`src/mul_pkg.sv`:
```
// Shared definitions for the pipelined RV32 multiply unit.
// Holds the width and depth constants, the operation encoding and the
// struct that every pipeline stage hands to the next one.
// Modules refer to these items by scoped name.

`default_nettype none

package mul_pkg;

    // ----------------------------------------
    // Sizes
    // ----------------------------------------

    // Operand and result word width
    localparam int unsigned XLEN = 32;

    // Number of long-multiplication stages in the array
    localparam int unsigned MUL_STAGES = 8;

    // Each stage consumes an equal slice of the multiplier
    localparam int unsigned BITS_PER_STAGE = XLEN / MUL_STAGES;

    // One cycle for operand conditioning, one per array stage and one
    // for the final sign correction and word select
    localparam int unsigned MUL_LATENCY = MUL_STAGES + 2;

    // ----------------------------------------
    // Types
    // ----------------------------------------

    typedef logic [XLEN-1:0]   word_t;
    typedef logic [2*XLEN-1:0] dword_t;

    // The four M-extension multiply flavours
    typedef enum logic [1:0] {
        MUL    = 2'b00,
        MULH   = 2'b01,
        MULHSU = 2'b10,
        MULHU  = 2'b11
    } mul_operation_t;

    // Everything that travels down the pipeline with one operand pair.
    // The operands are magnitudes, negate says whether the final sum
    // must be turned back into a negative number
    typedef struct packed {
        logic           valid;
        mul_operation_t operation;
        logic           negate;
        word_t          multiplicand;
        word_t          multiplier;
        dword_t         partial;
    } mul_stage_t;

endpackage

`default_nettype wire

```
`src/mul_result_converter.sv`:
```
// Last pipeline stage of the multiply unit.
// Restores the sign of the magnitude product coming out of the array and
// registers either the low word (MUL) or the high word (MULH, MULHSU,
// MULHU) together with the valid strobe.

`timescale 1ns/1ps
`default_nettype none

module mul_result_converter (
    input  wire logic           clk_i,
    input  wire logic           rst_n_i,
    input  wire logic           clk_en_i,
    input  mul_pkg::mul_stage_t stage_i,
    output mul_pkg::word_t      product_o,
    output logic                data_valid_o
);

    mul_pkg::dword_t signed_product;
    mul_pkg::word_t  product_d;
    mul_pkg::word_t  product_q;
    logic            valid_q;

    // Two's complement of the full 64-bit sum when the signs differed
    assign signed_product = stage_i.negate ? (~stage_i.partial + 1'b1) : stage_i.partial;

    // MUL wants the low half, every other flavour returns the upper half
    always_comb begin : word_select
        if (stage_i.operation == mul_pkg::MUL) begin
            product_d = signed_product[mul_pkg::XLEN-1:0];
        end else begin
            product_d = signed_product[2*mul_pkg::XLEN-1:mul_pkg::XLEN];
        end
    end : word_select

    // ----------------------------------------
    // Output register
    // ----------------------------------------

    always_ff @(posedge clk_i) begin : output_reg
        if (!rst_n_i) begin
            valid_q <= 1'b0;
        end else if (clk_en_i) begin
            valid_q <= stage_i.valid;
        end
    end : output_reg

    // The product word loads on every enabled edge
    always_ff @(posedge clk_i) begin : product_reg
        if (clk_en_i) begin
            product_q <= product_d;
        end
    end : product_reg

    assign product_o    = product_q;
    assign data_valid_o = valid_q;

endmodule : mul_result_converter

`default_nettype wire

```
`config.mk`:
```
export PLATFORM = sky130hd
export DESIGN_NAME = mul_result_converter
export DESIGN_NICKNAME = d
export VERILOG_FILES = /design/src/mul_pkg.sv /design/src/mul_result_converter.sv
export SDC_FILE = /design/constraint.sdc
export NUM_CORES = 1
export LEC_CHECK = 0
export BUFFER_PORTS_ARGS = -buffer_cell sky130_fd_sc_hd__buf_2
export CORE_ASPECT_RATIO = 1.25
export CORE_UTILIZATION = 49
export CTS_CLUSTER_DIAMETER = 200
export DETAILED_ROUTE_END_ITERATION = 12
export GPL_TIMING_DRIVEN = 0
export PLACE_DENSITY = 0.87
export SYNTH_ARGS = -nofsm -noshare
export SYNTH_HDL_FRONTEND = slang
export SYNTH_SLANG_ARGS = --single-unit
```
`constraint.sdc`:
```
create_clock -name clk_i -period 7.24 [get_ports clk_i]
set_input_delay 1.086 -clock clk_i [delete_from_list [all_inputs] [get_ports clk_i]]
set_output_delay 1.086 -clock clk_i [all_outputs]
set_load 0.02 [all_outputs]
```
# After elaboration in Yosys (flattened, before gate mapping)
# Cells that the tools add are included.
# op_classes
bitwise	1
n_reduce_logical	1
mux	2
n_addsub	1
# op_table
cell	count
$add 64x1->64 const B	1
$mux 64	1
$not 64->64	1
$mux 32	1
$logic_not 2->1	1
# totals
in_bits	135
elab_cells	7
out_inout_bits	33
register_bits	33

# Depth between registers and ports, before layout
# Gate-level depths: netlist of the first run.
# logic_depth
word_depth	4
ltp_mapped	10
depth_no_buf	8

# Worst setup path after synthesis of the first run
# Ideal clock, no wire load.
# synth_path
kind	input to register
from	in stage_i[1] (netlist bit)
to	reg product_q[22] (netlist: product_o[22]) (data pin)
n_path_buf	2
t_arrival_ns	3.182
required_time_ns	6.968
slack_ns	3.787
setup_time_ns	0.272
stages	10
cell_sequence	inv_1 > ha_1 > or3b_2 > or2_1 > buf_6 > or4_4 > buf_6 > o41ai_2 > xor2_1 > a21oi_1
# synth_via
elab_chain_cells	4
# synth_lines
item	line_no	source
start: declaration	mul_result_converter.sv:13	input mul_pkg::mul_stage_t stage_i,
$not 64->64	mul_result_converter.sv:24	assign signed_product = stage_i.negate ? (~stage_i.partial + 1'b1) : stage_i.partial;
$add 64x1->64	mul_result_converter.sv:24	
$mux 64	mul_result_converter.sv:24	
$mux 32	mul_result_converter.sv:28	if (stage_i.operation == mul_pkg::MUL) begin
net product_d[22]	mul_result_converter.sv:19	mul_pkg::word_t product_d;
end signal: assignment	mul_result_converter.sv:50	product_q <= product_d;
end: declaration	mul_result_converter.sv:20	mul_pkg::word_t product_q;
# The timed path passes the listed nets, and every way through them passes these cells.
# A chain may end at the register's enable or synchronous reset.

# Worst setup path after layout of the first run
# layout_path
from	in stage_i[2] (netlist bit)
to	reg product_q[27] (netlist: product_o[27]) (data pin)
# Same word-level chain as after synthesis.

==> results of run 1 <==
-- stage by stage --
stage / power (mW) / area [µm²] / instances / hold WS [ns]
finish: 0.5721 / 3799 / 517 / 0.5324
global route: 0.5940 / 3799 / 517 / 0.6141
CTS: 0.5730 / 3799 / 517 / 0.5401
detailed placement: 0.4199 / 3697 / 509 / 0.5306
global placement: 0.4153 / 3697 / 509 / 0.4904
floorplan: 0.3473 / 3084 / 325 / 0.5893
-- layer usage --
layer	vias to the layer above	share of wire [%]	global-route usage, %
met5	-	0	0
met4	0	2.2	11.27
met3	20	7.0	2.902
met2	164	50	47.90
met1	1453	41	33.92
li1	1464	-	-
-- synth_stat cells, types with 2 or more instances --
| cell | instances |
|---|---|
| nor2_1 | 15 |
| or2_4 | 2 |
| a22oi_1 | 2 |
| o21ai_1 | 13 |
| xor2_1 | 33 |
| xnor2_1 | 16 |
| nor3_1 | 11 |
| or2_2 | 7 |
| buf_6 | 3 |
| nand2_1 | 25 |
| a31oi_1 | 2 |
| or4_4 | 4 |
| o21ai_0 | 13 |
| nand3_1 | 7 |
| or2_1 | 3 |
| clkbuf_1 | 12 |
| nand4_1 | 2 |
| or4_1 | 5 |
| mux2i_1 | 17 |
| edfxtp_1 | 32 |
| a21oi_1 | 10 |
| buf_2 | 2 |
| nor4_2 | 2 |
| or3_1 | 16 |
| o41ai_2 | 9 |
| inv_1 | 3 |
| nor2b_1 | 4 |
| nand2b_1 | 4 |
| clkbuf_8 | 3 |
| o31ai_1 | 14 |
| o41ai_1 | 8 |
| nor4_1 | 3 |
-- power by group through the flow --
stage / clock [mW] / combinational [mW] / sequential (mW)
floorplan: 0 / 0.0730 / 0.274
global placement: 0 / 0.171 / 0.244
detailed placement: 0 / 0.175 / 0.245
CTS: 0.157 / 0.176 / 0.241
global route: 0.162 / 0.190 / 0.243
finish: 0.155 / 0.177 / 0.240
-- cell families after synthesis --
family | Yosys count | share of synthesized area, %
AOI/OAI and AO/OA | 82 | 20.97
DFF | 33 | 31.81
buffers and inverters | 23 | 4.584
muxes | 17 | 5.517
xor gates and xnor gates | 49 | 13.91
adders and majority gates | 1 | 0.4056
and+or+nand+nor | 120 | 22.80
-- registers in the layout, indices dropped and copies added (netlist names) --
| register | cells |
|---|---|
| product_o | 32 |
| data_valid_o | 1 |
-- how the worst max path moves through the flow --
stage	endpoint	from	slack [ns]	depth (start not counted)
finish	product_o[27]$_DFFE_PP_	stage_i[2]	3.64	8
global placement	product_o[27]$_DFFE_PP_	stage_i[2]	3.48	8
CTS	product_o[26]$_DFFE_PP_	stage_i[1]	3.67	11
global route	product_o[27]$_DFFE_PP_	stage_i[2]	3.51	8
detailed placement	product_o[26]$_DFFE_PP_	stage_i[1]	3.40	11
floorplan	product_o[22]$_DFFE_PP_	stage_i[1]	3.79	10
-- layout make-up --
cell class / count / area, µm²
buffer: 20 / 130.1
clock buffer: 7 / 96.34
clock inverter: 1 / 5.005
fill: 515 / 2136
inverter: 3 / 11.26
multi-input combinational: 269 / 1962
sequential: 33 / 980.9
tap: 82 / 102.6
timing repair buffer: 102 / 510.5
-- worst max-delay path, stage by stage --
cell	delay (ns)
buf_2	0.13
or4_1	0.67
nor4_1	0.39
nand2_1	0.23
clkbuf_1	0.29
nor4_1	0.43
mux2i_1	0.22
o221ai_1	0.14
==> reports/metrics.cfg, run 1 <==
[die]
die-area_mm2=0.006617
ios=168
row_count=31
initial_utilization_pct=51.97
die-height_um=90.70
dieWidth_um=72.96
core_mm2=0.005934

[layout]
insertedDiodeCount=0
nNetsFinal=570
final_util_pct=64.01
synthToLayoutAreaGrowth_pct=23.16
drive_gt1_share_pct=34.71
final_common_cell=buf_2
final_cell_mix=buf_2, xor2_1, edfxtp_1

[drt]
drt_iter0_drc=309
wl_mm=8.942
antenna_left=0
first_pass_iters=5
drc=0
vias_per_cell=5.998
wl_per_cell_um=17.30
vias=3101

[min_path]
hold_class=flop to flop
min_to=data_valid_o$_SDFFE_PN0P_
min_from=data_valid_o$_SDFFE_PN0P_
min_path_cells=2

[timing]
slew_viol_final=0
finalClockSkew_ns=0
worst_pin_slew_ns=0.7468
period_needed_ns=3.596
fin_ws_ns=3.644
max_freq_mhz=278.1
finalSetupViolCount=0
totalNegativeSetupSlack_ns=0
final.period_utilization_pct=49.67
final-hold-violation-count=0
rsz0062_at_grt=false
slew_headroom_pct=50.22

[clocking]
worstSkewPairLatency_ns=0.28
clkTransAtPathRegs_ns=0.07
htreeDepth=2
cts.path.max_buffers=2
post_cts_buffers=0
cts_tree=yes
cts-root-buf=clkbuf_8
cts_made_buffers=5
ctsResizeCount=0
hold_buffers=0
cts.sinks=33

[logic_synthesis]
syn_area_per_cell_um2=9.490
netlist_area_mm2=0.003084
synth-main-ff-cell=edfxtp_1
syn_inst=325
synth_cell_types=55
ys_seq_area_share_pct=31.81
yosys.area.top_type_share_pct=31.16
async_reset_ff_share_pct=0
synth-seq-cells=33
synth_enable_flop_cells=32
syn-num-nets=461
synth_top_area_cell=edfxtp_1
synth.area.top_cells=edfxtp_1, xor2_1, mux2i_1
ys_warn_count=0

[placement]
io_buffers=102
dp_hpwl_mm=6.936
gp_congestion=0.9320
pre_cts_ws_ns=3.397

[critical_path]
cp-start-kind=input pin
critPathMaxFanout=10
worstSetupEndpointType=flop
arrival_ns=3.59
reg2reg_slack_ns=6.64
crit_required_ns=7.23
timing.rr.start=data_valid_o$_SDFFE_PN0P_
worst_r2r_path_depth=2
reg2reg_to=data_valid_o$_SDFFE_PN0P_
critPathKind=input pin to flop

[global_route]
antenna_found_initial=0
grt_max_degree=34
grt_usage_pct=27.54
grt_overflow=0
grt_pass1_wl_mm=14.15
grt_pass1_vias=3003

[power_and_ir_drop]
pwr-share-clk_pct=27.1
ir_worst_vdd_mv=0.08196
p_per_area_mw_per_mm2=150.6
power_switching_mw=0.1809
switching_share_pct=31.62
power_frac_comb_pct=31.0
intPower_mw=0.3912
pwr-share-seq_pct=42.0
p_leak_nw=1.488

[run]
cap_violations=0

[run_status]
outcome=finished, final reports clean

Power figures use the tool's default switching activity.
==> run 2, diff against run 1 <==
--- a/config.mk
+++ b/config.mk
@@ -7,11 +7,11 @@
 export LEC_CHECK = 0
 export BUFFER_PORTS_ARGS = -buffer_cell sky130_fd_sc_hd__buf_2
 export CORE_ASPECT_RATIO = 1.25
-export CORE_UTILIZATION = 49
+export CORE_UTILIZATION = 41
 export CTS_CLUSTER_DIAMETER = 200
 export DETAILED_ROUTE_END_ITERATION = 12
 export GPL_TIMING_DRIVEN = 0
-export PLACE_DENSITY = 0.87
+export PLACE_DENSITY = 0.77
 export SYNTH_ARGS = -nofsm -noshare
 export SYNTH_HDL_FRONTEND = slang
 export SYNTH_SLANG_ARGS = --single-unit
==> constraint.sdc (replaced) <==
create_clock -name clk_i -period 2.9 [get_ports clk_i]
set_input_delay 0.435 -clock clk_i [delete_from_list [all_inputs] [get_ports clk_i]]
set_output_delay 0.435 -clock clk_i [all_outputs]
set_load 0.02 [all_outputs]
==> run 2 against run 1 <==
Effect of this change: count of clock-buffer cells in the layout stayed put; cell count is 1.9% higher; global-route usage is 3.9 points lower; largest cell class unchanged; largest power group unchanged.
==> reports/metrics.cfg, run 2 (same netlist as run 1, synthesis figures left out) <==
[critical_path]
reg2reg_slack_ns=2.31  ; -4.33 ns
worstSetupPathDepth=8  ; unchanged
path_common_cell=nor4_2
reg2reg_to=data_valid_o$_SDFFE_PN0P_
worstSetupEndpointType=flop
slowest_delay_ns=0.68  ; about the same
crit_required_ns=2.89  ; -4.34 ns
critPathMaxFanout=10  ; unchanged
crit_chain=buf_2 -> or4_1 -> nor4_2 -> nand2_1 -> clkbuf_1 -> nor4_2 -> mux2i_1 -> o221ai_1
arrival_ns=2.74  ; -0.85 ns
critical_path_buf_inv_count=2  ; unchanged
timing.rr.start=data_valid_o$_SDFFE_PN0P_
cp-start-kind=input pin
slowest_stage=or4_1
critical-path-top-delay-family=simple AND/OR/NAND/NOR gates
critPathKind=input pin to flop
worst_r2r_path_depth=2  ; unchanged

[global_route]
antenna_found_initial=0  ; unchanged
grt_usage_pct=23.63  ; -3.9 points
grt_overflow=0  ; unchanged
grt_pass1_wl_mm=14.57  ; +2.9%
grt_pass1_vias=3000  ; -0.10%
grt_use_met3_pct=1.852  ; -1.0 points
busiest_layer=met2
met2_usage_pct=41.49  ; -6.4 points
met1_usage_pct=29.26  ; -4.7 points
grt_max_degree=34  ; unchanged

[placement]
io_buffers=102  ; unchanged
place_area_mm2=0.003710  ; +0.34%
gp_congestion=0.8779  ; -5.8%
dp_hpwl_mm=7.080  ; +2.1%
pre_cts_ws_ns=-0.2946  ; -3.691 ns

[clocking]
clkTransAtPathRegs_ns=0.07  ; about the same
cts.path.max_buffers=2  ; unchanged
hold_buffers=0  ; unchanged
htreeDepth=2  ; unchanged
cts-root-buf=clkbuf_8
cts_made_buffers=5  ; unchanged
cts.sinks=33  ; unchanged
cts_tree=yes
worstSkewPairLatency_ns=0.29  ; about the same

[drt]
antenna_left=0  ; unchanged
wl_mm=9.269  ; +3.7%
drc=0  ; unchanged
drt_iter0_drc=296  ; -4.2%
first_pass_iters=5  ; unchanged
vias_per_cell=5.920  ; -1.3%
wl_per_cell_um=17.59  ; +1.7%
vias=3120  ; +0.61%

[layout]
synthToLayoutAreaGrowth_pct=24.91
final_cell_mix=buf_2, xor2_1, edfxtp_1
final_area_mm2=0.003852  ; +1.4%
insertedDiodeCount=0  ; unchanged
final_common_cell=buf_2
largest_reg_flops=32  ; unchanged
nNetsFinal=570  ; unchanged
drive_gt1_share_pct=35.17  ; +0.46 points

[timing]
finalSetupViolCount=0  ; unchanged
fin_ws_ns=0.1495  ; -3.494 ns
hold_slack_ns=0.3514  ; -0.1810 ns
worst_pin_slew_ns=0.7908  ; +0.04403 ns
max_freq_mhz=363.6
slew_viol_final=0  ; unchanged
finalClockSkew_ns=0  ; unchanged
period_needed_ns=2.751
final.period_utilization_pct=94.85
final-hold-violation-count=0  ; unchanged
slew_headroom_pct=47.28  ; -2.9 points
rsz0062_at_grt=false

[power_and_ir_drop]
ir_worst_vdd_mv=0.2308  ; +180%
power_mw=1.445  ; +150%
p_leak_nw=1.522  ; +2.3%
p_per_area_mw_per_mm2=375.1  ; +150%

[run]
cap_violations=0  ; unchanged

[die]
core_mm2=0.007313  ; +23%
dieWidth_um=79.58  ; +9.1%
initial_utilization_pct=42.17  ; -9.8 points
die-height_um=98.97  ; +9.1%
row_count=35  ; +13%
ios=168  ; unchanged
die-area_mm2=0.007876  ; +19%

[min_path]
min_to=data_valid_o$_SDFFE_PN0P_
hold_class=input pin to flop
min_from=rst_n_i
min_path_cells=2  ; unchanged

[run_status]
outcome=finished, final reports clean

-- run 2: changes by cell type in the layout (fill, tap and decap cells not counted) --
cell / previous run / this run
o41ai_2: 9 / 7
or3b_2: 1 / 0
o41ai_4: 1 / 3
nor4_2: 2 / 4
or3b_4: 0 / 1
buf_8: 0 / 1
buf_6: 3 / 2
nor4_1: 3 / 1
-- run 2: power breakdown --
part	internal [mW]	switching, mW
combinational	0.174	0.271
clock	0.215	0.185
sequential	0.590	0.0111
total	0.978	0.467
-- run 2: worst max-delay path by stage --
stage,start,end,slack [ns]
finish,stage_i[2],product_o[27]$_DFFE_PP_,0.15
global route,stage_i[0],product_o[26]$_DFFE_PP_,0.06
CTS,stage_i[2],product_o[27]$_DFFE_PP_,0.07
detailed placement,stage_i[2],product_o[27]$_DFFE_PP_,-0.29
global placement,stage_i[2],product_o[27]$_DFFE_PP_,-0.22
floorplan,stage_i[1],product_o[22]$_DFFE_PP_,0.1
-- run 2: final cells by class --
class                   count  area (µm²)
repair buffers            102       510.5
multi-input cells         269        1999
flip-flops and latches     33       980.9
fillers                   683        3461
clock buffers               7       96.34
well taps                  92       115.1
inverters                   3       11.26
plain buffers              20       133.9
clock inverters             1       5.005
-- run 2: per-layer routing --
| layer | part of all wire (%) | wire length (µm) |
|---|---|---|
| met1 | 40 | 3734 |
| met2 | 51 | 4713 |
| met3 | 5.7 | 529 |
| met4 | 3.2 | 292 |
| met5 | 0 | 0 |
-- run 2: repair_timing --
item,in CTS,in global routing
buffers inserted,0,0
resized for setup,1,5
endpoints found under the setup margin,1,5
pin swaps,0,2
-- run 2: through the flow --
| stage | setup TNS [ns] | std cells | utilization (%) |
|---|---|---|---|
| after floorplan | 0 | 325 | - |
| after global placement | -2.026 | 519 | 50.73 |
| after detailed placement | -2.715 | 519 | 50.73 |
| after CTS | 0 | 527 | 52.20 |
| after global routing | 0 | 527 | 52.68 |
| final | 0 | 527 | 52.68 |
