==> src/mul_pkg.sv <==
// Shared definitions for the pipelined RV32 multiply unit.
// Holds the width and depth constants, the operation encoding and the
// struct that every pipeline stage hands to the next one.
// Modules refer to these items by scoped name.

`default_nettype none

package mul_pkg;

    // ----------------------------------------
    // Sizes
    // ----------------------------------------

    // Operand and result word width
    localparam int unsigned XLEN = 32;

    // Number of long-multiplication stages in the array
    localparam int unsigned MUL_STAGES = 8;

    // Each stage consumes an equal slice of the multiplier
    localparam int unsigned BITS_PER_STAGE = XLEN / MUL_STAGES;

    // One cycle for operand conditioning, one per array stage and one
    // for the final sign correction and word select
    localparam int unsigned MUL_LATENCY = MUL_STAGES + 2;

    // ----------------------------------------
    // Types
    // ----------------------------------------

    typedef logic [XLEN-1:0]   word_t;
    typedef logic [2*XLEN-1:0] dword_t;

    // The four M-extension multiply flavours
    typedef enum logic [1:0] {
        MUL    = 2'b00,
        MULH   = 2'b01,
        MULHSU = 2'b10,
        MULHU  = 2'b11
    } mul_operation_t;

    // Everything that travels down the pipeline with one operand pair.
    // The operands are magnitudes, negate says whether the final sum
    // must be turned back into a negative number
    typedef struct packed {
        logic           valid;
        mul_operation_t operation;
        logic           negate;
        word_t          multiplicand;
        word_t          multiplier;
        dword_t         partial;
    } mul_stage_t;

endpackage

`default_nettype wire

==> src/mul_operand_conditioner.sv <==
// First pipeline stage of the multiply unit.
// Turns operands that are negative and treated as signed into their
// magnitudes, works out the sign of the final result and registers the
// lot as the stage struct that enters the array, with a cleared sum.

`timescale 1ns/1ps
`default_nettype none

module mul_operand_conditioner (
    input  wire logic                    clk_i,
    input  wire logic                    rst_n_i,
    input  wire logic                    clk_en_i,
    input  wire logic                    data_valid_i,
    input  mul_pkg::mul_operation_t      operation_i,
    input  mul_pkg::word_t               multiplicand_i,
    input  mul_pkg::word_t               multiplier_i,
    output mul_pkg::mul_stage_t          stage_o
);

    // ----------------------------------------
    // Sign handling
    // ----------------------------------------

    logic multiplicand_signed;
    logic multiplier_signed;
    logic multiplicand_neg;
    logic multiplier_neg;

    // The multiplicand (rs1) is signed for everything except MULHU
    assign multiplicand_signed = (operation_i != mul_pkg::MULHU);

    // The multiplier (rs2) is signed only for MUL and MULH
    assign multiplier_signed = (operation_i == mul_pkg::MUL) ||
                               (operation_i == mul_pkg::MULH);

    // An operand only counts as negative if its sign bit is set and the
    // operation actually reads it as signed
    assign multiplicand_neg = multiplicand_i[mul_pkg::XLEN-1] & multiplicand_signed;
    assign multiplier_neg   = multiplier_i[mul_pkg::XLEN-1] & multiplier_signed;

    // ----------------------------------------
    // Next stage contents
    // ----------------------------------------

    mul_pkg::mul_stage_t stage_d;
    mul_pkg::mul_stage_t stage_q;

    always_comb begin : build_stage
        stage_d.valid     = data_valid_i;
        stage_d.operation = operation_i;
        // Product is negative when exactly one converted operand was negative
        stage_d.negate    = multiplicand_neg ^ multiplier_neg;
        // Two's complement magnitude for the converted operands
        stage_d.multiplicand = multiplicand_neg ? (~multiplicand_i + 1'b1) : multiplicand_i;
        stage_d.multiplier   = multiplier_neg   ? (~multiplier_i + 1'b1)   : multiplier_i;
        // The array starts accumulating from zero
        stage_d.partial = '0;
    end : build_stage

    // Stage register with the valid bit cleared on reset
    always_ff @(posedge clk_i) begin : stage_reg
        if (!rst_n_i) begin
            stage_q.valid <= 1'b0;
        end else if (clk_en_i) begin
            stage_q <= stage_d;
        end
    end : stage_reg

    assign stage_o = stage_q;

endmodule : mul_operand_conditioner

`default_nettype wire

==> config.mk <==
export PLATFORM = sky130hd
export DESIGN_NAME = mul_operand_conditioner
export DESIGN_NICKNAME = d
export VERILOG_FILES = /design/src/mul_pkg.sv /design/src/mul_operand_conditioner.sv
export SDC_FILE = /design/constraint.sdc
export NUM_CORES = 1
export LEC_CHECK = 0
export BUFFER_PORTS_ARGS = -buffer_cell sky130_fd_sc_hd__buf_2
export CAP_MARGIN = 20
export CORE_MARGIN = 2
export CORE_UTILIZATION = 46
export CTS_BUF_LIST = sky130_fd_sc_hd__clkbuf_4 sky130_fd_sc_hd__clkbuf_8 sky130_fd_sc_hd__clkbuf_16
export CTS_CLUSTER_SIZE = 12
export DETAILED_ROUTE_END_ITERATION = 10
export GPL_ROUTABILITY_DRIVEN = 0
export MAX_ROUTING_LAYER = met4
export PLACE_DENSITY = 0.81
export SETUP_SLACK_MARGIN = 0.5
export SYNTH_ARGS = -nofsm -noshare
export SYNTH_HDL_FRONTEND = slang
export SYNTH_SLANG_ARGS = --single-unit
==> constraint.sdc <==
create_clock -name clk_i -period 2.7 [get_ports clk_i]
set_clock_uncertainty 0.2 [all_clocks]
set_input_delay 0.135 -clock clk_i [delete_from_list [all_inputs] [get_ports clk_i]]
set_output_delay 0.135 -clock clk_i [all_outputs]
set_load 0.05 [all_outputs]
==> After elaboration in Yosys (flattened, before gate mapping) <==
Cells that the tools add are included.
{ "classes": {"mux": 2, "n_bitwise": 5, "eq_ne": 2, "reduce_logical": 3, "addsub": 2} }
{ "ops": {"columns": ["cell", "n"], "rows": [
  ["$add 32x1->32 const B", 2],
  ["$mux 32", 2],
  ["$not 32->32", 2],
  ["$and 1x1->1", 2],
  ["$eq 2x1->1 const B", 1],
  ["$logic_not 2->1", 1],
  ["$ne 2x2->1 const B", 1],
  ["$reduce_and 2->1", 1],
  ["$logic_or 1x1->1", 1],
  ["$xor 1x1->1", 1]
]} }
{ "word_totals": {"ff_bits": 68, "input_bits": 70, "elab_cells": 19, "out_inout_bits": 132} }

==> Logic depth before layout (Yosys ltp) <==
Gate-level depths: netlist of run 1.
{ "depth": {"word_depth": 4, "mapped_depth": 7, "ltp_nobuf": 7} }

==> Least setup slack after synthesis of run 1 <==
No wires, ideal clock.
{ "synth_path": {"path_type": "input -> register", "from": "input multiplicand_i[16]", "to": "register stage_q (netlist bit stage_o[125]) (data pin)", "required_ps": 2239, "t_arrival_ps": 1972, "slack_ps": 267, "setup_ps": 261, "path_buffers": 1, "stages": 6, "path_cell_list": "or3_1 > buf_2 > or4_4 > or4_4 > o41ai_4 > xnor2_1"} }
{ "synth_rtl": {"columns": ["element", "line_no", "rtl"], "rows": [
  ["start, declared", "mul_operand_conditioner.sv:15", "input mul_pkg::word_t multiplicand_i,"],
  ["end signal, assigned", "mul_operand_conditioner.sv:65", "stage_q <= stage_d;"],
  ["end, declared", "mul_operand_conditioner.sv:46", "mul_pkg::mul_stage_t stage_q;"]
]} }

==> results_dict.tcl, run 1 <==
set metrics [dict create \
    cp_slowest_cell "or4_4" \
    rsz0062_at_grt "yes" \
    vias 3458 \
    first_pass_iters 5 \
    die_w_um 96.5 \
    yosys.area.top_type "edfxtp_1" \
    slew_headroom 0.443 \
    viasPerCell 5.12 \
    hp-class "primary input to flip-flop" \
    r2r-start "stage_o[131]$_SDFFE_PN0P_" \
    cp-start-kind "primary input" \
    yosys.area.top_type_share 0.511 \
    overflow 0 \
    p_per_area_nw_per_um2 593 \
    p_leak_nw 2.33 \
    worstPathArrival_ns 2.12 \
    ys_warn_count 0 \
    max_freq_ghz 0.450 \
    ys_top_cells_by_area "edfxtp_1 (51%), buf_4 (12%), xor2_1 (7.3%)" \
    grt_max_degree 68 \
    postCtsSetupBuffers 0 \
    final.setup.tns_ns 0 \
    core-area_um2 8260 \
    drt-total-wl_um 10700 \
    grt_first_pass_wirelength_um 15300 \
    grt_use_total 0.224 \
    start_util 0.477 \
    diodes 0 \
    status "completed" \
    critPathKind "primary input to flip-flop" \
    nets 637 \
    holdWs_ns 0.0257 \
    fin_crit_ns 2.22 \
    clkTransAtPathRegs_ns 0.08 \
    min_period_over_period 0.824 \
    htreeDepth 3 \
    route.detailed.drc 0 \
    cp_data_required_time_ns 2.60 \
    tritoncts "yes" \
    clock-sinks 68 \
    ys_types 38 \
    slowest_delay_ns 0.55 \
    synthFlopType "edfxtp_1" \
    path_buf_inv 1 \
    dpl_cell_area_um2 4550 \
    finalSetupViolations 0 \
    hold_depth 3 \
    antenna_left 0 \
    drive_above_1_share 0.300 \
    syn_area_per_cell_um2 11.1 \
    largest_register_ffs 68 \
    clk_latency_ns 0.33 \
    final_area_um2 5470 \
    hold_violations 0 \
    slew_viol_final 0 \
    die_area_um2 9320 \
    rows 33 \
    async_reset_ff_frac 0 \
    endpoint_kind "flip-flop" \
    critical_path.most_common_cell "or4_4" \
    synthToLayoutAreaGrowth_pct 38.8 \
    synth_cells 354 \
    r2r_slack_ns 1.34 \
    cp_cell_sequence "buf_2, or4_4, or4_4, or4_4, o41ai_4, xnor2_1" \
    dp_hpwl_um 7060 \
    avgRoutedWirePerCell_um 15.9 \
    first_global_vias 3230 \
    worstMarginPinSlew_ns 0.835 \
    antenna_found_initial 0 \
    cp_max_fo 3 \
    ys_seq_elements 68 \
    vdd_drop_max_mv 0.302 \
    report.power.total_mw 3.24 \
    path_delay_family "simple AND/OR/NAND/NOR gates" \
    drtIter0Drc 173 \
    r2r_cells 3 \
    clock_path_buffers 2 \
    yosysSeqAreaShare 0.516 \
    hold_start "multiplier_i[27]" \
    r2r_end "stage_o[131]$_SDFFE_PN0P_" \
    die_h_um 96.5 \
    hold_end "stage_o[91]$_DFFE_PP_" \
    synth_edf_count 67 \
    port_buffers 137 \
    maxCapViolCount 0 \
    syn-cell-area_um2 3940 \
    ioPinCount 202 \
    ctsRootBufferMaster "clkbuf_8" \
    cts_made_buffers 9 \
]
routing by layer:
metal / vias up / share of wire / track usage
met5: - / 0 / -
met4: 0 / 0.036 / 0.0962
met3: 45 / 0.088 / 0.0442
met2: 259 / 0.50 / 0.389
met1: 1590 / 0.38 / 0.251
li1: 1564 / - / -
worst max path at each step:
stage,endpoint,start,depth (start not counted)
6_report,stage_o[125]$_DFFE_PP_,multiplicand_i[14],6
5_1_grt,stage_o[125]$_DFFE_PP_,multiplicand_i[14],6
4_1_cts,stage_o[125]$_DFFE_PP_,multiplicand_i[20],6
3_5_place_dp,stage_o[125]$_DFFE_PP_,multiplicand_i[14],6
3_3_place_gp,stage_o[125]$_DFFE_PP_,multiplicand_i[14],6
2_1_floorplan,stage_o[125]$_DFFE_PP_,multiplicand_i[16],6
cell usage in the layout, fill, tap and decap left out, types with 2 or more instances in the layout:
| cell type | Yosys | routed |
|---|---|---|
| nand2b_1 | 2 | 2 |
| inv_1 | 8 | 8 |
| dlygate4sd3_1 | 0 | 65 |
| nor2_1 | 28 | 28 |
| and2_1 | 3 | 2 |
| nand2_1 | 14 | 14 |
| or2_2 | 2 | 2 |
| ha_1 | 2 | 2 |
| bufinv_16 | 0 | 3 |
| xor2_1 | 33 | 33 |
| a31oi_1 | 9 | 9 |
| nand4b_1 | 2 | 2 |
| or4_4 | 2 | 3 |
| clkbuf_8 | 0 | 9 |
| xnor2_1 | 26 | 26 |
| o31ai_1 | 11 | 11 |
| a41oi_1 | 2 | 2 |
| nor3_1 | 11 | 11 |
| buf_2 | 1 | 137 |
| o21ai_0 | 5 | 5 |
| edfxtp_1 | 67 | 67 |
| nor2b_1 | 5 | 5 |
| nor4_1 | 8 | 5 |
| nor4_2 | 0 | 3 |
| or3_1 | 6 | 5 |
| buf_4 | 64 | 7 |
| conb_1 | 1 | 64 |
| or4_1 | 4 | 3 |
| a21oi_1 | 19 | 19 |
layout make-up:
type | count | area (µm²)
fillers | 609 | 2790
flip-flops and latches | 68 | 2030
repair buffers | 210 | 1410
well taps | 105 | 131
inverters | 8 | 30.0
multi-input cells | 268 | 1630
clock inverters | 7 | 115
clock buffers | 9 | 124
per-stage QoR:
step / util / instances / worst slack (ns)
6_report: 0.662 / 675 / 0.476
5_1_grt: 0.662 / 675 / 0.466
4_1_cts: 0.659 / 675 / 0.516
3_5_place_dp: 0.551 / 594 / 0.0941
3_3_place_gp: 0.551 / 594 / 0.164
2_1_floorplan: - / 417 / 0.267
cells in the mapped netlist, types with 2 or more instances:
cell type and count:
or4_4 2, or2_2 2, nand2_1 14, and2_1 3, or4_1 4, a41oi_1 2, buf_4 64, xor2_1 33
a31oi_1 9, inv_1 8, xnor2_1 26, nor2_1 28, nor3_1 11, ha_1 2, nor2b_1 5, edfxtp_1 67
o31ai_1 11, or3_1 6, clkbuf_1 7, nand2b_1 2, o21ai_0 5, a21oi_1 19, nand4b_1 2, nor4_1 8
what timing repair did:
action | CTS | global route
setup endpoints to repair | 1 | 8
hold buffers | 65 | 0
resized for setup | 1 | 4
endpoints found under the hold margin | 65 | 0
pin swaps | 0 | 0
cell families (layout without fill, tap and decap cells):
| group | Yosys count | count (layout) | share of synthesized area |
|---|---|---|---|
| other cells | 1 | 64 | 0.000952 |
| mux | 1 | 1 | 0.00254 |
| fa+ha+maj | 2 | 2 | 0.00635 |
| xor+xnor | 59 | 59 | 0.131 |
| compound gates | 50 | 50 | 0.0823 |
| flops | 68 | 68 | 0.516 |
| simple gates | 92 | 92 | 0.122 |
| buf+inv | 81 | 234 | 0.139 |
power by group:
part	total (mW)	switching, mW	internal (mW)
combinational	0.942	0.705	0.237
sequential	1.29	0.0222	1.27
clock	1.01	0.401	0.610
worst register-to-register path, stage by stage, from the launching register on:
cell           delay (ns)
dfxtp_1              0.32
mux2i_1              0.13
nor2b_1              0.06
dlygate4sd3_1        0.54
No activity file was read; power rests on OpenSTA's default activity.
==> run 2, diff against run 1 <==
==> constraint.sdc (replaced) <==
create_clock -name clk_i -period 2.1 [get_ports clk_i]
set_clock_uncertainty 0.2 [all_clocks]
set_input_delay 0.105 -clock clk_i [delete_from_list [all_inputs] [get_ports clk_i]]
set_output_delay 0.105 -clock clk_i [all_outputs]
set_load 0.05 [all_outputs]
==> run 2 against run 1 <==
The run now ends with setup timing left. Critical path type unchanged. Critical path depth unchanged. Clock-buffer cell count stayed put. Register-to-register slack lost 0.60 ns. Combinational power grew 44%. Utilization up 10 points. Total power up 27%. Global-route usage increased by 3.2 points. Sequential power grew 29%. Non-clock buffer count grew 49. Wire length grew 25%. Cell count up 7.3%. Worst setup slack lost 0.61 ns.
==> results_dict.tcl, run 2 (synthesized netlist as in run 1, its figures left out) <==
set metrics [dict create \
    final_common_cell "buf_2" \
    clock-sinks 68 \
    nets 686 \
    route.detailed.drc 0 \
    max_freq_ghz 0.449 \
    report.power.total_mw 4.11 \
    failed_checks "setup timing" \
    viasPerCell 5.28 \
    first_global_vias 3511 \
    port_buffers 137 \
    r2r_end "stage_o[131]$_SDFFE_PN0P_" \
    avgRoutedWirePerCell_um 18.6 \
    fin_crit_ns 2.23 \
    cts_made_buffers 9 \
    first_pass_iters 5 \
    r2r-start "stage_o[131]$_SDFFE_PN0P_" \
    ioPinCount 202 \
    slowest_delay_ns 0.54 \
    cp_max_fo 2 \
    ctsRootBufferMaster "clkbuf_8" \
    final.setup.tns_ns -0.293 \
    dp_cells 629 \
    cp_cell_sequence "buf_6, or4_4, or4_4, or4_4, o41ai_4, xnor2_1" \
    holdWs_ns 0.00484 \
    worstMarginPinSlew_ns 0.769 \
    cp_data_required_time_ns 1.98 \
    startpoint "multiplicand_i[14]" \
    grt_first_pass_wirelength_um 17300 \
    postLayoutCoreUtil 0.766 \
    htreeDepth 3 \
    layout_common_cells "buf_2 (129), edfxtp_1 (67), conb_1 (64)" \
    hold_violations 0 \
    critPathKind "primary input to flip-flop" \
    clk_latency_ns 0.34 \
    p_per_area_nw_per_um2 650 \
    grt_max_degree 68 \
    layout_setup_ws_ns -0.129 \
    rsz0062_at_grt "yes" \
    antenna_left 0 \
    start_util 0.477 \
    clock_path_buffers 2 \
    maxCapViolCount 0 \
    cp-start-kind "primary input" \
    slew_headroom 0.486 \
    worstPathArrival_ns 2.11 \
    antenna_found_initial 0 \
    dp_hpwl_um 7690 \
    crit_end "stage_o[125]$_DFFE_PP_" \
    die_h_um 96.5 \
    cp_slowest_cell "or4_4" \
    slew_viol_final 0 \
    drtIter0Drc 220 \
    drive_above_1_share 0.456 \
    overflow 0 \
    largest_register_ffs 68 \
    dpl_cell_area_um2 4980 \
    grt_use_total 0.256 \
    endpoint_kind "flip-flop" \
    min_period_over_period 1.06 \
    die_area_um2 9320 \
    r2r_cells 3 \
    critical_path.most_common_cell "or4_4" \
    fin_cells 724 \
    diodes 0 \
    tritoncts "yes" \
    r2r_slack_ns 0.74 \
    synthToLayoutAreaGrowth_pct 60.6 \
    finalSetupViolations 3 \
    core-area_um2 8260 \
    vdd_drop_max_mv 0.338 \
    clkTransAtPathRegs_ns 0.08 \
    p_leak_nw 2.67 \
    final_area_um2 6320 \
    status "finished, violations left" \
    die_w_um 96.5 \
    drt-total-wl_um 13400 \
    place_ws_ns -0.441 \
    hp-class "primary input to flip-flop" \
    rows 33 \
    vias 3826 \
]
[run 2: cell count changes in the layout (fill, tap and decap cells not counted), moves of 8 or more]
| cell | previous run | this run |
|---|---|---|
| a21oi_2 | 0 | 10 |
| buf_4 | 7 | 45 |
| buf_6 | 0 | 21 |
| a21oi_1 | 19 | 7 |
| buf_2 | 137 | 129 |
[run 2: report_power, final]
part	switching, mW	internal [mW]	leakage [nW]
Sequential	0.0300	1.63	0.635
Clock	0.546	0.542	0.0926
Combinational	0.982	0.379	1.94
Total	1.56	2.55	2.67
[run 2: layout make-up]
cell class,instances,area [µm²]
fill,496,1940
timing repair buffer,259,1880
clock buffer,9,124
tap,105,131
sequential,68,2030
clock inverter,7,67.6
inverter,8,32.5
multi-input combinational,268,2060
[run 2: worst max-delay path: cells and delay by family]
| family | cells | cell delay (ns) |
|---|---|---|
| and+or+nand+nor | 3 | 1.51 |
| AOI/OAI and AO/OA | 1 | 0.27 |
| xor gates and xnor gates | 1 | 0.13 |
| buffers and inverters | 1 | 0.09 |
[run 2: repair_timing]
item / 4_1_cts / 5_1_grt
hold buffers: 60 / 2
endpoints found under the setup margin: 29 / 39
buffers inserted: 3 / 14
pin swaps: 23 / 39
gates resized for setup: 30 / 58
endpoints found under the hold margin: 58 / 2
[run 2: how the worst min path moves through the flow]
| stage | endpoint | cells past startpoint | slack (ns) | from |
|---|---|---|---|---|
| after floorplan | stage_o[129]$_DFFE_PP_ | 0 | 0.004 | operation_i[0] |
| after global placement | stage_o[129]$_DFFE_PP_ | 1 | 0.12 | operation_i[0] |
| after detailed placement | stage_o[129]$_DFFE_PP_ | 1 | 0.13 | operation_i[0] |
| after CTS | stage_o[122]$_DFFE_PP_ | 2 | -0.04 | multiplicand_i[26] |
| after global routing | stage_o[99]$_DFFE_PP_ | 3 | 0.007 | multiplicand_i[1] |
| final | stage_o[99]$_DFFE_PP_ | 3 | 0.005 | multiplicand_i[1] |
[run 2: routing by layer]
metal,track usage,part of all wire,up-vias
met1,0.263,0.32,1773
met5,-,0,-
li1,-,-,1665
met4,0.126,0.051,0
met3,0.0582,0.11,62
met2,0.459,0.52,326
