### src/mul_pkg.sv
// Shared definitions for the pipelined RV32 multiply unit.
// Holds the width and depth constants, the operation encoding and the
// struct that every pipeline stage hands to the next one.
// Modules refer to these items by scoped name.

`default_nettype none

package mul_pkg;

    // ----------------------------------------
    // Sizes
    // ----------------------------------------

    // Operand and result word width
    localparam int unsigned XLEN = 32;

    // Number of long-multiplication stages in the array
    localparam int unsigned MUL_STAGES = 8;

    // Each stage consumes an equal slice of the multiplier
    localparam int unsigned BITS_PER_STAGE = XLEN / MUL_STAGES;

    // One cycle for operand conditioning, one per array stage and one
    // for the final sign correction and word select
    localparam int unsigned MUL_LATENCY = MUL_STAGES + 2;

    // ----------------------------------------
    // Types
    // ----------------------------------------

    typedef logic [XLEN-1:0]   word_t;
    typedef logic [2*XLEN-1:0] dword_t;

    // The four M-extension multiply flavours
    typedef enum logic [1:0] {
        MUL    = 2'b00,
        MULH   = 2'b01,
        MULHSU = 2'b10,
        MULHU  = 2'b11
    } mul_operation_t;

    // Everything that travels down the pipeline with one operand pair.
    // The operands are magnitudes, negate says whether the final sum
    // must be turned back into a negative number
    typedef struct packed {
        logic           valid;
        mul_operation_t operation;
        logic           negate;
        word_t          multiplicand;
        word_t          multiplier;
        dword_t         partial;
    } mul_stage_t;

endpackage

`default_nettype wire

### src/mul_array_stage.sv
// One stage of the long-multiplication array.
// Looks at its own slice of multiplier bits and, for every set bit,
// adds the multiplicand shifted to that bit's weight into the running
// sum. The updated stage struct is registered for the next stage.

`timescale 1ns/1ps
`default_nettype none

module mul_array_stage #(
    // Position of this stage in the chain, picks the multiplier slice
    parameter int unsigned STAGE_IDX = 0
) (
    input  wire logic          clk_i,
    input  wire logic          rst_n_i,
    input  wire logic          clk_en_i,
    input  mul_pkg::mul_stage_t stage_i,
    output mul_pkg::mul_stage_t stage_o
);

    mul_pkg::mul_stage_t stage_d;
    mul_pkg::mul_stage_t stage_q;

    // ----------------------------------------
    // Partial product accumulation
    // ----------------------------------------

    always_comb begin : accumulate
        // Control and operands pass through untouched
        stage_d = stage_i;

        // Slice covers bits STAGE_IDX*BITS_PER_STAGE upwards
        for (int unsigned bit_idx = 0; bit_idx < mul_pkg::BITS_PER_STAGE; bit_idx++) begin
            if (stage_i.multiplier[STAGE_IDX * mul_pkg::BITS_PER_STAGE + bit_idx]) begin
                // Widen first so the shifted multiplicand keeps its upper bits
                stage_d.partial = stage_d.partial +
                    (mul_pkg::dword_t'(stage_i.multiplicand) <<
                     (STAGE_IDX * mul_pkg::BITS_PER_STAGE + bit_idx));
            end
        end
    end : accumulate

    // ----------------------------------------
    // Stage register
    // ----------------------------------------

    always_ff @(posedge clk_i) begin : stage_reg
        if (!rst_n_i) begin
            stage_q.valid <= 1'b0;
        end else if (clk_en_i) begin
            stage_q <= stage_d;
        end
    end : stage_reg

    assign stage_o = stage_q;

endmodule : mul_array_stage

`default_nettype wire

### config.mk
export PLATFORM = sky130hd
export DESIGN_NAME = mul_array_stage
export DESIGN_NICKNAME = d
export VERILOG_FILES = /design/src/mul_pkg.sv /design/src/mul_array_stage.sv
export SDC_FILE = /design/constraint.sdc
export NUM_CORES = 1
export LEC_CHECK = 0
export BUFFER_PORTS_ARGS = -buffer_cell sky130_fd_sc_hd__clkbuf_2
export CAP_MARGIN = 40
export CORE_UTILIZATION = 35
export DETAILED_ROUTE_END_ITERATION = 10
export HOLD_SLACK_MARGIN = 0.02
export PLACE_DENSITY_LB_ADDON = 0.12
export REMOVE_ABC_BUFFERS = 1
export SETUP_SLACK_MARGIN = 0.2
export SYNTH_ARGS = -nofsm -noshare
export SYNTH_HDL_FRONTEND = slang
export SYNTH_SLANG_ARGS = --single-unit
export TNS_END_PERCENT = 50
### constraint.sdc
create_clock -name clk_i -period 19.3 [get_ports clk_i]
set_clock_uncertainty 0.1 [all_clocks]
set_input_delay 5.79 -clock clk_i [delete_from_list [all_inputs] [get_ports clk_i]]
set_output_delay 5.79 -clock clk_i [all_outputs]
set_load 0.01 [all_outputs]
# [Yosys cells after proc, flatten, opt, wreduce, memory -nomap -nowiden]
# Index checks and enable logic that the tools add are counted.
[classes] add_sub_neg=4 reduce_logical=1 mux=4
[ops] cell="$mux 64" count=4
[ops] cell="$add 64x32->64" count=1
[ops] cell="$add 64x33->64" count=1
[ops] cell="$add 64x34->64" count=1
[ops] cell="$add 64x35->64" count=1
[ops] cell="$reduce_and 2->1" count=1
[word_totals] ff_bits=132 in_bits=135

# [Depth between registers and ports, before layout]
# Gate-level depths: netlist of the first run.
[logic_depth] depth_word=8 mapped_depth=47 mapped_depth_nobuf=47

# [Least setup slack after synthesis of the first run]
# No wires, ideal clock.
[synth_timing] path_kind="input to register" start="input stage_i[0] (netlist bit)" end="register stage_q (netlist bit stage_o[49]) (data pin)" path_slack_ns=5.253 stages=45 arrival_ns=13.681 required_time_ns=18.934 path_cell_list="ha_1 > inv_1 > fa_1 > nand2b_1 > a21oi_1 > o21a_1 > o21ai_0 > nand2_1 > xor2_1 > mux2_2 > ha_1 > a2111oi_0 > a311oi_1 > o21ai_0 > nand2b_1 > a21oi_1 > nor2b_1 > nor2_1 > [... 9 more ...] > a21oi_1 > nor2_1 > nor2_1 > xnor2_1 > mux2_2 > ha_1 > nand4_1 > a2111oi_0 > or2_2 > nor2_1 > o31ai_1 > a21o_1 > a21o_1 > nand3_1 > and2_1 > nor3_1 > nand2_1 > xor2_1"
[synth_lines] item="start, declared" line="mul_array_stage.sv:16" rtl="input mul_pkg::mul_stage_t stage_i,"
[synth_lines] item="end signal, assigned" line="mul_array_stage.sv:50" rtl="stage_q <= stage_d;"
[synth_lines] item="end, declared" line="mul_array_stage.sv:21" rtl="mul_pkg::mul_stage_t stage_q;"

==> results of run 1 <==
==> final cells by class <==
class | instances | area [sq um] | area share, %
well taps | 585 | 732 | 4.07
clock buffers | 18 | 429 | 2.39
inverters | 60 | 225 | 1.25
clock inverters | 14 | 104 | 0.578
multi-input cells | 1570 | 11100 | 61.7
flip-flops and latches | 132 | 3950 | 22.0
repair buffers | 277 | 1440 | 8.00
==> per-layer routing <==
metal / vias to the layer above / part of all wire [%] / GRT usage (%)
met5: - / 0 / 0
met4: 0 / 1.7 / 6.23
met3: 37 / 5.3 / 3.65
met2: 439 / 45 / 36.9
met1: 7044 / 48 / 31.3
li1: 7399 / - / -
==> layout by cell type (no fill, tap or decap), types with 11 or more instances in the layout <==
cell type / instances
a211oi_1: 13
or3_1: 11
o211ai_1: 16
ha_1: 130
edfxtp_1: 131
xor2_1: 75
nor3_1: 60
o21ai_1: 12
a21o_1: 49
mux2_2: 60
a21oi_1: 185
o31ai_1: 18
o21bai_1: 23
xnor2_1: 132
or4_1: 14
nand2b_1: 25
nor2_1: 150
or2_2: 14
and4_1: 13
inv_1: 57
o21a_1: 27
a31oi_1: 11
and2_1: 17
nor4_1: 35
nand3_1: 61
and3_1: 19
o21ai_0: 74
nand2_1: 116
nand4_1: 34
clkbuf_16: 17
clkbuf_2: 266
nor2b_1: 15
==> worst max-delay path: cells and delay by family <==
| kind | cells | cell delay, ns |
|---|---|---|
| buffers and inverters | 2 | 0.21 |
| AO/OA/AOI/OAI | 17 | 5.26 |
| adder cells (fa/ha/maj) | 4 | 1.21 |
| AND/OR/NAND/NOR | 11 | 2.63 |
| XOR/XNOR | 3 | 0.33 |
| multiplexers | 2 | 0.57 |
==> power by group <==
group	switching (mW)	internal (mW)	leakage (nW)	total [mW]
registers	0.00885	0.364	1.25	0.372
logic	0.536	0.383	5.61	0.919
clock network	0.140	0.165	0.254	0.305
total	0.685	0.912	7.11	1.60
==> stage by stage <==
step	util (%)	cell area [sq um]	hold slack, ns	setup WS (ns)
2_1_floorplan	-	15300	0.438	5.27
3_3_place_gp	40.1	17400	0.401	3.27
3_5_place_dp	40.2	17400	0.439	3.10
4_1_cts	41.5	18000	0.442	3.51
5_1_grt	41.5	18000	0.477	2.48
6_report	41.5	18000	0.436	3.35
==> logic make-up after synthesis <==
family,after synthesis,synth area share (%)
buffers and inverters,111,2.94
adders and majority gates,134,11.0
DFF,132,25.5
and+or+nand+nor,628,21.2
AOI/OAI and AO/OA,538,23.1
muxes,62,4.49
xor gates and xnor gates,208,11.8
==> worst paths after layout <==
| kind | to | slack [ns] |
|---|---|---|
| setup reg to reg | stage_o[131] | 18.60 |
| hold / removal | stage_o[131] | 0.44 |
| hold reg to reg | stage_o[131] | 0.44 |
| setup / recovery | stage_o[57] | 3.35 |
==> results.sh, run 1 <==
export IMPL_status="finished, final reports clean"
export IMPL_tns_ns=0
export IMPL_synth_top_area_share_pct=25.4
export IMPL_hold_viol=0
export IMPL_drtIter0Drc=934
export IMPL_largest_reg_flops=132
export IMPL_numPlacedInstances=2624
export IMPL_antenna_found_initial=0
export IMPL_required_ns=19.39
export IMPL_period_needed_ns=15.95
export IMPL_cts_repair_resized=0
export IMPL_setup_viol=0
export IMPL_crit_start="stage_i[96]"
export IMPL_cts_tree="built"
export IMPL_critPathCaptureType="flip-flop"
export IMPL_synth_area_sq_mm=0.0155
export IMPL_wl_per_cell_um=19.6
export IMPL_critPathMaxFanout=12
export IMPL_fin_nets=2327
export IMPL_leakagePower_nw=7.11
export IMPL_worstPathArrival_ns=16.04
export IMPL_synth_enable_flop_cells=131
export IMPL_synthTopCellsByCount="185 x a21oi_1, 150 x nor2_1, 132 x xnor2_1, 131 x edfxtp_1, 130 x ha_1"
export IMPL_vias_per_cell=5.62
export IMPL_clock_fmax_ghz=0.0627
export IMPL_htree_levels=4
export IMPL_clock_latency_ns=0.45
export IMPL_cpPeakStageDelay_ns=0.77
export IMPL_vias=14900
export IMPL_synth_ff_type="edfxtp_1"
export IMPL_hold_depth=2
export IMPL_fp_dieArea_sq_mm=0.0451
export IMPL_drc_errors=0
export IMPL_avgSynthCellArea_sq_um=8.55
export IMPL_cts_sinks=132
export IMPL_clk_pin_slew_ns=0.06
export IMPL_row_count=76
export IMPL_areaGrowthSynthToFinish_pct=16.0
export IMPL_ant_nets=0
export IMPL_synthTopCellsByArea="edfxtp_1 25%, ha_1 10%, xnor2_1 7.5%"
export IMPL_grt_pass1_wl_um=79000
export IMPL_synth_top_area_cell="edfxtp_1"
export IMPL_netlist_instances=1813
export IMPL_rsz0062_at_grt="no"
export IMPL_tightest_slew_ns=0.933
export IMPL_cts_root_buf="clkbuf_16"
export IMPL_track_usage_pct=22.8
export IMPL_critical_path_most_common_cell="a21oi_1"
export IMPL_gr_total_overflow=0
export IMPL_gp_congestion=0.911
export IMPL_irDropWorstVdd_v=0.0000582
export IMPL_fin_crit_sh_pct=82.6
export IMPL_grt_max_degree=68
export IMPL_seq_area_frac_synth_pct=25.5
export IMPL_slowest_stage="a2111oi_0"
export IMPL_yosys_cell_count_top_type="a21oi_1"
export IMPL_slew_viol_final=0
export IMPL_path_class="primary input to flip-flop"
export IMPL_fillerInstances=4467
export IMPL_firstDrtPassIters=5
export IMPL_die_w_um=212
export IMPL_die_h_um=212
export IMPL_post_route_cells_drive_above_1_share_pct=20.3
export IMPL_p_total_mw=1.60
export IMPL_maxCapViolations=0
export IMPL_final_cells=2656
export IMPL_portBuffers=266
export IMPL_grt_pass1_vias=14000
export IMPL_rr_startpoint="stage_o[131]"
export IMPL_ios=267
export IMPL_async_reset_ff_share_pct=0
export IMPL_crit_path_start_kind="primary input"
export IMPL_synth_seq_cells=132
export IMPL_p_per_area_mw_per_mm2=88.8
export IMPL_ctsHoldBuffers=0
export IMPL_cts_buffer_depth=2
export IMPL_holdCritStartpoint="stage_o[131]"
export IMPL_ys_warnings_count=0
export IMPL_worstRegToRegCells=2
export IMPL_start_util_pct=35.7
export IMPL_post_cts_buffers=0
export IMPL_wl_um=52000
export IMPL_core_area_sq_mm=0.0434
export IMPL_hp_class="flip-flop to flip-flop"
export IMPL_dp_hpwl_um=42600
export IMPL_diodes=0
export IMPL_numCtsBuffers=17
export IMPL_maxSlewHeadroom_pct=37.4
export IMPL_synth_cell_types=96
Power figures use the tool's default switching activity.
==> inputs of run 2 (changes only) <==
- ABC_AREA: not set -> 1
- clock period: 19.3 -> 15.7 ns (I/O delays scaled with it)
==> run 2 against run 1 <==
Effect of this change: clock power is 28% higher; core utilization down 0.63 points; routed wire length rose by 20%; register-to-register slack worse by 3.6 ns; setup slack got worse by 0.69 ns; sequential share of layout area shrank 2.2 points; sequential power increased by 21%; area after synthesis grew 12%; design area up 11%; via count rose by 23%; critical path type unchanged; critical endpoint is now stage_o[60]; highest routed layer unchanged.
==> results.sh, run 2 <==
export IMPL_wl_um=62300
export IMPL_numCtsBuffers=17
export IMPL_maxCapViolations=0
export IMPL_row_count=81
export IMPL_synth_top_area_cell="edfxtp_1"
export IMPL_antenna_found_initial=0
export IMPL_drc_errors=0
export IMPL_synth_seq_cells=132
export IMPL_fillerInstances=5348
export IMPL_firstDrtPassIters=5
export IMPL_irDropWorstVdd_v=0.0000713
export IMPL_min_to="stage_o[131]"
export IMPL_cp_buffers_inverters=6
export IMPL_synthTopCellsByCount="847 x nand2_1, 303 x inv_1, 237 x nor2_1, 161 x o21ai_0, 140 x a21oi_1"
export IMPL_avgSynthCellArea_sq_um=6.43
export IMPL_seq_area_frac_synth_pct=22.9
export IMPL_required_ns=15.83
export IMPL_post_cts_buffers=0
export IMPL_hp_class="flip-flop to flip-flop"
export IMPL_grt_pass1_wl_um=96700
export IMPL_grt_pass1_vias=17500
export IMPL_core_area_sq_mm=0.0488
export IMPL_reg2reg_to="stage_o[131]"
export IMPL_numPlacedInstances=3588
export IMPL_period_needed_ns=13.04
export IMPL_cpPeakStageDelay_ns=0.52
export IMPL_crit_path_start_kind="primary input"
export IMPL_ios=267
export IMPL_rrSetupSlack_ns=14.97
export IMPL_cts_root_buf="clkbuf_16"
export IMPL_clock_latency_ns=0.48
export IMPL_rr_startpoint="stage_o[131]"
export IMPL_slowest_stage="o21ai_1"
export IMPL_maxSlewHeadroom_pct=47.5
export IMPL_tightest_slew_ns=0.780
export IMPL_worstPathArrival_ns=13.17
export IMPL_hold_depth=2
export IMPL_vias_per_cell=5.06
export IMPL_worst_hold_slack_ns=0.455
export IMPL_diodes=0
export IMPL_post_route_cells_drive_above_1_share_pct=17.3
export IMPL_drtIter0Drc=1132
export IMPL_setup_viol=0
export IMPL_worstRegToRegCells=2
export IMPL_slew_viol_final=0
export IMPL_wl_per_cell_um=17.2
export IMPL_p_per_area_mw_per_mm2=91.3
export IMPL_fin_crit_sh_pct=83.1
export IMPL_cpLargestDelayFamily="compound AO/OA/AOI/OAI gates"
export IMPL_cts_buffer_depth=2
export IMPL_leakagePower_nw=9.46
export IMPL_die_w_um=224
export IMPL_rsz0062_at_grt="no"
export IMPL_ctsHoldBuffers=0
export IMPL_layout_common_cells="847 x nand2_1, 300 x inv_1, 266 x clkbuf_2"
export IMPL_tns_ns=0
export IMPL_cts_repair_resized=0
export IMPL_critPathCaptureType="flip-flop"
export IMPL_areaGrowthSynthToFinish_pct=15.4
export IMPL_synth_top_area_share_pct=22.8
export IMPL_ys_warnings_count=0
export IMPL_largest_reg_flops=132
export IMPL_critPathMaxFanout=7
export IMPL_synth_cell_types=55
export IMPL_grt_max_degree=68
export IMPL_cts_tree="built"
export IMPL_die_h_um=224
export IMPL_p_total_mw=1.82
export IMPL_track_usage_pct=24.8
export IMPL_portBuffers=266
export IMPL_gp_congestion=0.920
export IMPL_status="finished, final reports clean"
export IMPL_yosys_cell_count_top_type="nand2_1"
export IMPL_cts_sinks=132
export IMPL_synth_area_sq_mm=0.0173
export IMPL_holdCritStartpoint="stage_o[131]"
export IMPL_htree_levels=4
export IMPL_critical_path_most_common_cell="nand2_1"
export IMPL_fp_dieArea_sq_mm=0.0503
export IMPL_gr_total_overflow=0
export IMPL_vias=18300
export IMPL_final_common_cell="nand2_1"
export IMPL_clock_fmax_ghz=0.0767
export IMPL_netlist_instances=2688
export IMPL_ant_nets=0
export IMPL_hold_viol=0
export IMPL_clk_pin_slew_ns=0.07
export IMPL_synthTopCellsByArea="edfxtp_1 23%, nand2_1 18%, ha_1 9.4%"
export IMPL_dp_hpwl_um=52800
export IMPL_synth_enable_flop_cells=131
export IMPL_start_util_pct=35.4
export IMPL_fin_nets=3212
export IMPL_async_reset_ff_share_pct=0
export IMPL_final_cells=3620
export IMPL_path_class="primary input to flip-flop"
export IMPL_synth_ff_type="edfxtp_1"
run 2: changes by cell type in the layout (fill, tap and decap cells not counted), moves of 43 or more:
cell	previous run	this run
mux2_2	60	0
nor2_2	0	46
a21o_1	49	6
nand2_2	0	58
xnor2_1	132	75
a21oi_1	185	140
nand2_1	116	847
nand3_1	61	134
o21ai_0	74	161
nor2_1	150	237
inv_1	57	300
run 2: tightest hold or removal path, cell delays in order (launching register included):
cell and delay, ns:
dfxtp_1 0.31, o21ai_0 0.16, a21oi_1 0.04
run 2: worst max path at each step:
stage,cells after the start,to,startpoint
2_1_floorplan,41,stage_o[48],stage_i[64]
3_3_place_gp,38,stage_o[60],stage_i[64]
3_5_place_dp,45,stage_o[60],stage_i[97]
4_1_cts,45,stage_o[60],stage_i[97]
5_1_grt,45,stage_o[60],stage_i[97]
6_report,45,stage_o[60],stage_i[97]
run 2: area by class of cell:
class	instances	area, sq um	share of cell area [%]
Tap cell	664	831	4.16
Multi-Input combinational cell	2172	11900	59.5
Inverter	345	1300	6.54
Sequential cell	132	3950	19.8
Timing Repair Buffer	275	1430	7.18
Clock buffer	17	425	2.13
Clock inverter	15	141	0.709
run 2: kinds of logic (layout without fill, tap and decap cells):
kind of cell / Yosys count / in the layout / synth area share (%)
flip-flops: 132 / 132 / 22.9
AND/OR/NAND/NOR: 1502 / 1502 / 39.0
AO/OA/AOI/OAI: 388 / 388 / 12.3
adder cells (fa/ha/maj): 134 / 134 / 9.87
XOR/XNOR: 148 / 148 / 7.50
buffers and inverters: 384 / 652 / 8.48
run 2: where the power goes:
| group | internal (mW) | switching, mW | total (mW) |
|---|---|---|---|
| logic | 0.355 | 0.627 | 0.981 |
| clock network | 0.208 | 0.182 | 0.391 |
| registers | 0.440 | 0.00962 | 0.449 |
| total | 1.00 | 0.819 | 1.82 |
run 2: layer usage:
metal | GRT usage [%] | up-vias | wire [um] | part of all wire, %
met5 | 0 | - | 0 | 0
met4 | 7.81 | 0 | 1430 | 2.3
met3 | 2.76 | 52 | 2440 | 3.9
met2 | 39.9 | 435 | 27500 | 44
met1 | 34.6 | 8486 | 30900 | 50
li1 | - | 9342 | - | -
run 2: stage by stage:
step / worst slack (ns) / utilization (%) / area [sq um]
CTS: 2.89 / 40.8 / 19900
global route: 1.99 / 40.8 / 19900
floorplan: 4.33 / - / 17100
finish: 2.66 / 40.8 / 19900
global placement: 2.35 / 39.6 / 19300
detailed placement: 2.40 / 39.7 / 19400
